===== src/include/ace_settings.svh =====
`ifndef ACE_SETTINGS_SVH
`define ACE_SETTINGS_SVH

////////////////////////////////////////////////////////////
// bus and buffer sizes
////////////////////////////////////////////////////////////
`define ACE_ADDR_W 7
`define ACE_DATA_W 16
`define ACE_LBA_W 28
// one sector read is 16 words, trace keeps 16 records
`define ACE_BUF_DEPTH 16
`define ACE_IDX_W 4
`define ACE_CNT_W 5

////////////////////////////////////////////////////////////
// MPU register map, word addresses
////////////////////////////////////////////////////////////
`define ACE_REG_STATUS_L 7'h02
`define ACE_REG_STATUS_U 7'h03
`define ACE_REG_ERROR_L 7'h04
`define ACE_REG_LBA_L 7'h08
`define ACE_REG_LBA_U 7'h09
`define ACE_REG_SECCNT_CMD 7'h0a
`define ACE_REG_CONTROL_L 7'h0c
// data buffer window spans 0x20 to 0x2f
`define ACE_REG_DATABUF 7'h20

// status bits, lower half unless noted
`define ACE_ST_CFGDONE_BIT 3
`define ACE_ST_CFDETECT_BIT 8
`define ACE_ST_LOCKED_BIT 1
// upper half
`define ACE_ST_RDYCMD_BIT 3

// control and command words
`define ACE_CTL_LOCKREQ 16'h0002
`define ACE_CTL_CFGRST 16'h0040
`define ACE_CMD_READ 16'h0300
`define ACE_SECCNT_ONE 16'h0001

`endif


===== src/hdl/acePkg.sv =====
`include "ace_settings.svh"

package acePkg;

	// one word on the MPU data bus
	typedef logic [`ACE_DATA_W-1:0] aceWord_t;

	// single register access, sequencer to bus port
	typedef struct packed {
		logic wr;
		logic [`ACE_ADDR_W-1:0] addr;
		aceWord_t wdata;
	} aceReq_t;

	// result of a finished access, zero after a write
	typedef struct packed {
		aceWord_t rdata;
	} aceRsp_t;

	// everything that goes out to the pins
	// strobes active low, doutEn drives the pad
	typedef struct packed {
		logic [`ACE_ADDR_W-1:0] addr;
		aceWord_t dout;
		logic doutEn;
		logic ceN;
		logic oeN;
		logic weN;
	} aceBus_t;

	// two ASCII characters per step
	typedef enum logic [15:0] {
		trcEE = 16'h4545,
		trcCF = 16'h4346,
		trcGR = 16'h4752,
		trcLW = 16'h4c57,
		trcLC = 16'h4c43,
		trcLE = 16'h4c45,
		trcRD = 16'h5244,
		trcNR = 16'h4e52,
		trcLB = 16'h4c42,
		trcSC = 16'h5343,
		trcCM = 16'h434d,
		trcRT = 16'h5254,
		trcCL = 16'h434c,
		trcRL = 16'h524c
	} traceCode_t;

	// step code plus register value seen in that step
	typedef struct packed {
		traceCode_t code;
		aceWord_t value;
	} traceEntry_t;

endpackage


===== src/hdl/captureBuffer.sv =====
`timescale 1ns/1ps
`include "ace_settings.svh"

module captureBuffer #(
	parameter type entry_t = logic [`ACE_DATA_W-1:0]
) (
	input logic sys_Ace_clk,
	input logic rst,
	input logic clear,
	input logic wr,
	input entry_t wrData,
	input logic [`ACE_IDX_W-1:0] rdIndex,
	output entry_t rdData,
	output logic [`ACE_CNT_W-1:0] fill
);

	entry_t mem [`ACE_BUF_DEPTH];
	logic full;

	// write pointer doubles as fill count
	assign full = (fill == `ACE_CNT_W'(`ACE_BUF_DEPTH));

	always_ff @(posedge sys_Ace_clk or posedge rst) begin
		if (rst) begin
			fill <= '0;
		end else if (clear) begin
			fill <= '0;
		end else if (wr && !full) begin
			fill <= fill + 1'b1;
		end
	end

	// extra writes dropped once full
	always_ff @(posedge sys_Ace_clk) begin
		if (wr && !clear && !full) begin
			mem[fill[`ACE_IDX_W-1:0]] <= wrData;
		end
	end

	// combinational read port
	assign rdData = mem[rdIndex];

endmodule


===== src/hdl/aceBusPort.sv =====
`timescale 1ns/1ps
`include "ace_settings.svh"

module aceBusPort (
	input logic sys_Ace_clk,
	input logic rst,
	input logic busStart,
	input acePkg::aceReq_t busReq,
	input acePkg::aceWord_t mpdIn,
	input logic mpBrdy,
	output logic busDone,
	output acePkg::aceRsp_t busRsp,
	output acePkg::aceBus_t mpu
);
	import acePkg::*;

	aceReq_t reqReg;
	aceWord_t rspData;
	logic [2:0] phase;
	logic waitRdy;
	logic inWindow;
	logic doutEn;
	logic ceN;
	logic oeN;
	logic weN;

	// data buffer window needs buffer ready first
	assign inWindow = (busReq.addr >= `ACE_REG_DATABUF) &&
		(busReq.addr < `ACE_REG_DATABUF + `ACE_BUF_DEPTH);

	////////////////////////////////////////////////////////////
	// strobe sequence
	////////////////////////////////////////////////////////////
	// phase 1 CE low, 2..3 OE or WE low, 4 done
	always_ff @(posedge sys_Ace_clk or posedge rst) begin
		if (rst) begin
			phase <= '0;
			waitRdy <= 1'b0;
			busDone <= 1'b0;
			doutEn <= 1'b0;
			ceN <= 1'b1;
			oeN <= 1'b1;
			weN <= 1'b1;
		end else begin
			busDone <= 1'b0;
			if (busStart && inWindow) begin
				// hold CE high until the buffer is ready
				waitRdy <= 1'b1;
			end else if (busStart || (waitRdy && mpBrdy)) begin
				waitRdy <= 1'b0;
				phase <= 3'd1;
				ceN <= 1'b0;
				doutEn <= busStart ? busReq.wr : reqReg.wr;
			end else begin
				case (phase)
					3'd1: begin
						phase <= 3'd2;
						oeN <= reqReg.wr;
						weN <= !reqReg.wr;
					end
					3'd2: phase <= 3'd3;
					3'd3: begin
						// sample edge, strobes up
						phase <= 3'd4;
						oeN <= 1'b1;
						weN <= 1'b1;
						busDone <= 1'b1;
					end
					3'd4: begin
						phase <= '0;
						ceN <= 1'b1;
						doutEn <= 1'b0;
					end
					default: phase <= '0;
				endcase
			end
		end
	end

	// request held stable for the whole access
	always_ff @(posedge sys_Ace_clk) begin
		if (busStart) begin
			reqReg <= busReq;
		end
		if (phase == 3'd3) begin
			rspData <= reqReg.wr ? '0 : mpdIn;
		end
	end

	assign busRsp.rdata = rspData;

	// pin bundle
	assign mpu.addr = reqReg.addr;
	assign mpu.dout = reqReg.wdata;
	assign mpu.doutEn = doutEn;
	assign mpu.ceN = ceN;
	assign mpu.oeN = oeN;
	assign mpu.weN = weN;

endmodule


===== src/hdl/aceSequencer.sv =====
`timescale 1ns/1ps
`include "ace_settings.svh"

module aceSequencer (
	input logic sys_Ace_clk,
	input logic rst,
	input logic readStart,
	input logic [`ACE_LBA_W-1:0] sectorLba,
	input logic busDone,
	input acePkg::aceRsp_t busRsp,
	output logic busStart,
	output acePkg::aceReq_t busReq,
	output logic traceWr,
	output acePkg::traceEntry_t traceData,
	output logic wordWr,
	output acePkg::aceWord_t wordData,
	output logic runClear,
	output logic busy,
	output logic readDone
);
	import acePkg::*;

	typedef enum logic [3:0] {
		stIdle, stErrRead, stCfCheck, stLockReq, stLockCheck,
		stReadyCheck, stLbaLow, stLbaHigh, stSecCount, stCommand,
		stCfgReset, stStream, stCfgClear, stRelease, stDone
	} step_t;

	step_t step;
	step_t nextStep;
	logic waitBus;
	logic [`ACE_IDX_W-1:0] wordCnt;
	logic [`ACE_LBA_W-1:0] lbaReg;
	logic startRun;
	logic pollOk;
	logic logTrace;
	traceCode_t nextCode;
	aceWord_t rd;

	assign startRun = (step == stIdle) && readStart;
	assign rd = busRsp.rdata;

	////////////////////////////////////////////////////////////
	// access select per step
	////////////////////////////////////////////////////////////
	always_comb begin
		busReq.wr = 1'b1;
		busReq.addr = `ACE_REG_CONTROL_L;
		busReq.wdata = '0;
		case (step)
			stErrRead: begin
				busReq.wr = 1'b0;
				busReq.addr = `ACE_REG_ERROR_L;
			end
			stCfCheck, stLockCheck: begin
				busReq.wr = 1'b0;
				busReq.addr = `ACE_REG_STATUS_L;
			end
			stLockReq: busReq.wdata = `ACE_CTL_LOCKREQ;
			stReadyCheck: begin
				busReq.wr = 1'b0;
				busReq.addr = `ACE_REG_STATUS_U;
			end
			stLbaLow: begin
				busReq.addr = `ACE_REG_LBA_L;
				busReq.wdata = lbaReg[`ACE_DATA_W-1:0];
			end
			stLbaHigh: begin
				// upper 12 bits, zero extended
				busReq.addr = `ACE_REG_LBA_U;
				busReq.wdata = aceWord_t'(lbaReg[`ACE_LBA_W-1:`ACE_DATA_W]);
			end
			stSecCount: begin
				busReq.addr = `ACE_REG_SECCNT_CMD;
				busReq.wdata = `ACE_SECCNT_ONE;
			end
			stCommand: begin
				busReq.addr = `ACE_REG_SECCNT_CMD;
				busReq.wdata = `ACE_CMD_READ;
			end
			stCfgReset: busReq.wdata = `ACE_CTL_CFGRST;
			stStream: begin
				busReq.wr = 1'b0;
				busReq.addr = `ACE_REG_DATABUF + {3'b000, wordCnt};
			end
			// clear and release both write control 0
			default: busReq.wdata = '0;
		endcase
	end

	////////////////////////////////////////////////////////////
	// read evaluation, next step and trace code
	////////////////////////////////////////////////////////////
	always_comb begin
		pollOk = 1'b1;
		logTrace = 1'b1;
		nextStep = step;
		nextCode = trcEE;
		case (step)
			stErrRead: nextStep = stCfCheck;
			stCfCheck: begin
				// card present and no config in progress
				pollOk = !rd[`ACE_ST_CFGDONE_BIT] && rd[`ACE_ST_CFDETECT_BIT];
				nextCode = pollOk ? trcCF : trcGR;
				nextStep = pollOk ? stLockReq : stCfCheck;
			end
			stLockReq: begin
				nextCode = trcLW;
				nextStep = stLockCheck;
			end
			stLockCheck: begin
				pollOk = rd[`ACE_ST_LOCKED_BIT];
				nextCode = pollOk ? trcLC : trcLE;
				nextStep = pollOk ? stReadyCheck : stLockCheck;
			end
			stReadyCheck: begin
				pollOk = rd[`ACE_ST_RDYCMD_BIT];
				nextCode = pollOk ? trcRD : trcNR;
				nextStep = pollOk ? stLbaLow : stReadyCheck;
			end
			stLbaLow: begin
				// one LB entry covers both halves
				logTrace = 1'b0;
				nextStep = stLbaHigh;
			end
			stLbaHigh: begin
				nextCode = trcLB;
				nextStep = stSecCount;
			end
			stSecCount: begin
				nextCode = trcSC;
				nextStep = stCommand;
			end
			stCommand: begin
				nextCode = trcCM;
				nextStep = stCfgReset;
			end
			stCfgReset: begin
				nextCode = trcRT;
				nextStep = stStream;
			end
			stStream: begin
				logTrace = 1'b0;
				if (wordCnt == `ACE_IDX_W'(`ACE_BUF_DEPTH - 1)) begin
					nextStep = stCfgClear;
				end
			end
			stCfgClear: begin
				nextCode = trcCL;
				nextStep = stRelease;
			end
			stRelease: begin
				nextCode = trcRL;
				nextStep = stDone;
			end
			default: logTrace = 1'b0;
		endcase
	end

	////////////////////////////////////////////////////////////
	// step register and pulse outputs
	////////////////////////////////////////////////////////////
	always_ff @(posedge sys_Ace_clk or posedge rst) begin
		if (rst) begin
			step <= stIdle;
			waitBus <= 1'b0;
			wordCnt <= '0;
			busStart <= 1'b0;
			traceWr <= 1'b0;
			wordWr <= 1'b0;
			runClear <= 1'b0;
			busy <= 1'b0;
			readDone <= 1'b0;
		end else begin
			// single cycle pulses by default
			busStart <= 1'b0;
			traceWr <= 1'b0;
			wordWr <= 1'b0;
			runClear <= 1'b0;
			readDone <= 1'b0;
			case (step)
				stIdle: begin
					if (startRun) begin
						step <= stErrRead;
						busy <= 1'b1;
						runClear <= 1'b1;
						wordCnt <= '0;
					end
				end
				stDone: begin
					// last trace write has landed by now
					readDone <= 1'b1;
					busy <= 1'b0;
					step <= stIdle;
				end
				default: begin
					if (!waitBus) begin
						busStart <= 1'b1;
						waitBus <= 1'b1;
					end else if (busDone) begin
						waitBus <= 1'b0;
						step <= nextStep;
						traceWr <= logTrace;
						if (step == stStream) begin
							wordWr <= 1'b1;
							wordCnt <= wordCnt + 1'b1;
						end
					end
				end
			endcase
		end
	end

	// payload, sampled with the control above
	always_ff @(posedge sys_Ace_clk) begin
		if (startRun) begin
			lbaReg <= sectorLba;
		end
		if (busDone) begin
			traceData.code <= nextCode;
			traceData.value <= rd;
			wordData <= rd;
		end
	end

endmodule


===== src/hdl/aceReader.sv =====
`timescale 1ns/1ps
`include "ace_settings.svh"

module aceReader (
	input logic sys_Ace_clk,
	input logic rst,
	input logic readStart,
	input logic [`ACE_LBA_W-1:0] sectorLba,
	input acePkg::aceWord_t mpdIn,
	input logic mpBrdy,
	input logic [`ACE_IDX_W-1:0] wordIndex,
	input logic [`ACE_IDX_W-1:0] traceIndex,
	output acePkg::aceBus_t mpu,
	output logic busy,
	output logic readDone,
	output acePkg::aceWord_t word,
	output logic [`ACE_CNT_W-1:0] wordCount,
	output acePkg::traceEntry_t trace,
	output logic [`ACE_CNT_W-1:0] traceCount
);
	import acePkg::*;

	////////////////////////////////////////////////////////////
	// internal links
	////////////////////////////////////////////////////////////
	logic busStart;
	logic busDone;
	aceReq_t busReq;
	aceRsp_t busRsp;
	logic traceWr;
	traceEntry_t traceData;
	logic wordWr;
	aceWord_t wordData;
	logic runClear;

	// decode
	aceSequencer i_sequencer (
		.sys_Ace_clk(sys_Ace_clk), .rst(rst), .readStart(readStart), .sectorLba(sectorLba),
		.busDone(busDone), .busRsp(busRsp), .busStart(busStart), .busReq(busReq),
		.traceWr(traceWr), .traceData(traceData), .wordWr(wordWr), .wordData(wordData),
		.runClear(runClear), .busy(busy), .readDone(readDone)
	);

	// execute, MPU pins
	aceBusPort i_busPort (
		.sys_Ace_clk(sys_Ace_clk), .rst(rst), .busStart(busStart), .busReq(busReq),
		.mpdIn(mpdIn), .mpBrdy(mpBrdy), .busDone(busDone), .busRsp(busRsp), .mpu(mpu)
	);

	// sector words
	captureBuffer #(.entry_t(aceWord_t)) i_wordBuf (
		.sys_Ace_clk(sys_Ace_clk), .rst(rst), .clear(runClear), .wr(wordWr),
		.wrData(wordData), .rdIndex(wordIndex), .rdData(word), .fill(wordCount)
	);

	// step trace
	captureBuffer #(.entry_t(traceEntry_t)) i_traceBuf (
		.sys_Ace_clk(sys_Ace_clk), .rst(rst), .clear(runClear), .wr(traceWr),
		.wrData(traceData), .rdIndex(traceIndex), .rdData(trace), .fill(traceCount)
	);

endmodule


===== config.mk =====
export PLATFORM = sky130hd
export DESIGN_NAME = aceReader
export DESIGN_NICKNAME = d
export VERILOG_FILES = /design/src/hdl/acePkg.sv /design/src/hdl/captureBuffer.sv /design/src/hdl/aceBusPort.sv /design/src/hdl/aceSequencer.sv /design/src/hdl/aceReader.sv
export VERILOG_INCLUDE_DIRS = /design/src /design/src/include
export SDC_FILE = /design/constraint.sdc
export NUM_CORES = 1
export LEC_CHECK = 0
export BUFFER_PORTS_ARGS = -buffer_cell sky130_fd_sc_hd__buf_2
export CORE_ASPECT_RATIO = 0.75
export CORE_MARGIN = 2
export CORE_UTILIZATION = 45
export DETAILED_ROUTE_END_ITERATION = 16
export GPL_ROUTABILITY_DRIVEN = 0
export HOLD_SLACK_MARGIN = 0.12
export PLACE_DENSITY = 0.7
export RECOVER_POWER = 25
export SYNTH_ARGS = -nofsm -noshare
export SYNTH_HDL_FRONTEND = slang
export SYNTH_HIERARCHICAL = 1
export SYNTH_SLANG_ARGS = --single-unit

===== constraint.sdc =====
create_clock -name sys_Ace_clk -period 3.9 [get_ports sys_Ace_clk]
set_clock_uncertainty 0.1 [all_clocks]
set_input_delay 0.78 -clock sys_Ace_clk [delete_from_list [all_inputs] [get_ports sys_Ace_clk]]
set_output_delay 0.78 -clock sys_Ace_clk [all_outputs]
set_load 0.03 [all_outputs]

==> metrics.cfg <==
[drt]
vias_per_cell = 5.71
ant_nets = 0
firstDrtPassIters = 5
wl_per_cell_um = 25.0
drt_iter0_drc = 1892
drt-total-wl_mm = 73.4
drc = 0
vias = 16700

[power_and_ir_drop]
ir_drop_v = 0.000405
p_leak_nw = 12.9
power.density_cell_area_nw_per_um2 = 573

[synth]
synthFlopType = edfxtp_1
synth_compound_area_share_pct = 3.40
synth_async_sr_flop_share_pct = 3.79
yosysSeqAreaShare_pct = 77.3
synth_area_leader_cell = edfxtp_1
synth_xor_area_share_pct = 0.177
synth_top_family_by_area = multiplexers
syn-cell-area_um2 = 34600
synth_simple_gate_area_share_pct = 3.17
postSynthAreaPerCell_um2 = 20.8
synth_top_area_share_pct = 74.8
ys_warn_count = 6
synthMuxAreaShare_pct = 13.1
synth_fa_ha_area_share_pct = 0.326
netlist_instances = 1665
ys_types = 63
synth_edf_count = 862
ys_seq_elements = 896
synth_area_leaders = edfxtp_1, mux4_2, dfrtp_1

[die]
die_w_um = 324
fp-row-count = 88
start_util_pct = 45.2
ios = 143
die_h_um = 244
core-area_um2 = 76500
die-area_um2 = 79100

[grt]
grt.total_usage_pct = 18.8
grt_pass1_vias = 16900
grt.overflow.total = 0
grt_pass1_wl_mm = 109
grt_max_degree = 44
antenna_found_initial = 3

[layout]
antenna_cells = 0
drive_gt1_share_pct = 29.0
nets = 1897
final_area_um2 = 39300
area_growth_syn_to_layout_pct = 13.7

[worst_hold_path]
hold_path_depth = 1
hold_path_class = in -> reg

[sta]
finalCritPeriodShare_pct = 87.7
slew_viol_final = 28
tightestPinTransition_ns = 2.24
timing.final.hold_violations = 0
fin_crit_ns = 3.42
worst_hold_slack_ns = 0.226
fmax_ghz = 0.292
relSlewSlack_pct = -49.5
rsz0062_at_grt = false
finalSetupViolCount = 0

[status]
outcome = finished, violations left
failed_checks = capacitance limit, slew limit

[clock_network]
cts_buffer_depth = 3
numCtsBuffers = 84
cts.sinks = 896
cts_tree = yes
clk_pin_slew_worst_paths_ns = 0.06
post_cts_buffers = 0
cts-root-buf = clkbuf_16
clk-insertion-delay-late_ns = 0.63
cts-htree-levels = 3

[placement]
io_buffers = 142
placement.cell_area_um2 = 36700
place_hpwl_mm = 41.1

[setup_path]
reg2regPathDepth = 6
setup.worst_path.class = in -> out
end_kind = primary output
crit_path_max_fanout = 17
required_ns = 3.02
arrival_ns = 2.54
cp-start-kind = input pin

[run]
cap_violations = 1

timing repair:
| action | in CTS | in global routing |
|---|---|---|
| gates resized for setup | 0 | 0 |
| hold endpoints to repair | 16 | 0 |
| hold buffers | 1 | 0 |
| endpoints found under the setup margin | 0 | 0 |
worst paths after layout:
kind	startpoint	to	slack, ns
hold / removal	sectorLba[21]	i_sequencer/lbaReg[21]	0.23
max in group asynchronous	rst	i_sequencer/waitBus	2.55
setup reg to reg	i_busPort/busDone	i_sequencer/step[2]	0.56
setup / recovery	traceIndex[0]	trace[4]	0.48
min in group asynchronous	rst	i_traceBuf/fill[3]	0.60
hold reg to reg	i_busPort/busRsp[9]	i_sequencer/wordData[9]	0.32
kinds of logic (layout without fill, tap and decap cells):
| logic type | count (synthesis) | in the layout |
|---|---|---|
| flops | 896 | 896 |
| simple gates | 222 | 222 |
| mux | 209 | 209 |
| compound gates | 167 | 167 |
| buf+inv | 153 | 379 |
| fa+ha+maj | 9 | 9 |
| xor+xnor | 7 | 7 |
| other cells | 2 | 8 |
critical path, cell delays in order:
cell      delay (ns)
clkbuf_8        0.24
buf_4           0.28
mux4_2          0.53
a22oi_1         0.22
nand2_1         0.22
buf_2           0.25
layer usage:
layer | routed length (um) | GRT usage [%] | vias to the layer above
met5 | 13 | 0 | -
met4 | 1100 | 3.89 | 2
met3 | 7290 | 4.51 | 86
met2 | 34000 | 28.1 | 778
met1 | 31000 | 28.4 | 8755
li1 | - | - | 7127
power breakdown:
group          switching (mW)  leakage, nW  internal [mW]
logic                    1.53         3.41          0.844
registers               0.764         8.19           11.5
clock network            3.44         1.30           4.46
cells in the mapped netlist, types with 14 or more instances:
master,number
edfxtp_1,862
mux4_2,184
a22oi_1,97
nand2_1,68
buf_4,63
nor2_1,59
clkbuf_1,34
dfrtp_1,31
o21ai_0,24
a21oi_1,20
inv_1,20
nand3_1,20
buf_2,18
nor2b_1,15
buf_1,14
area by class of cell:
class / instances / area (um^2)
Tap cell: 1035 / 1290
Multi-Input combinational cell: 622 / 7170
Timing Repair Buffer: 208 / 1380
Inverter: 20 / 75.1
Fill cell: 5884 / 37200
Clock buffer: 101 / 2210
Clock inverter: 50 / 452
Sequential cell: 896 / 26700
stage by stage:
step	instances	power, mW	utilization, %	TNS [ns]	worst slack [ns]
floorplan	1671	13.9	-	-13.65	-0.143
global placement	2780	14.7	47.9	0	0.505
detailed placement	2780	14.8	47.9	0	0.506
CTS	2932	22.7	51.4	0	0.486
global route	2932	23.4	51.4	0	0.226
finish	2932	22.5	51.4	0	0.479
cells in the final DEF, fill, tap and decap left out, drive strengths merged, types with 3 or more instances in the layout:
cell type and n:
clkinv 39, dfrtp 31, nand3 21, conb 8, clkbuf 105, ha 9, a21oi 21, o21ai 25
nand4bb 3, and2 8, nand2 68, buf 203, bufinv 6, dfstp 3, inv 22, nand4 5
mux2i 13, nor4bb 3, clkinvlp 3, o21a 4, or4 3, mux2 4, a22oi 97, mux4 192
and2b 10, xor2 6, nor3 14, edfxtp 862, nor2b 15, nor2 60, nand2b 6
flip-flops by register name, summed over array words and instances, names as in the netlist, 3 cells and up:
signal and cells:
i_sequencer/step 4, i_sequencer/wordData 16, i_wordBuf/fill 5, i_busPort/phase 3, i_sequencer/wordCnt 4, i_busPort/busRsp 16
i_traceBuf/mem 512, i_sequencer/lbaReg 28, i_wordBuf/mem 256, i_traceBuf/fill 5, i_busPort/mpu 23, i_sequencer/traceData 10
No activity file was read; power rests on OpenSTA's default activity.
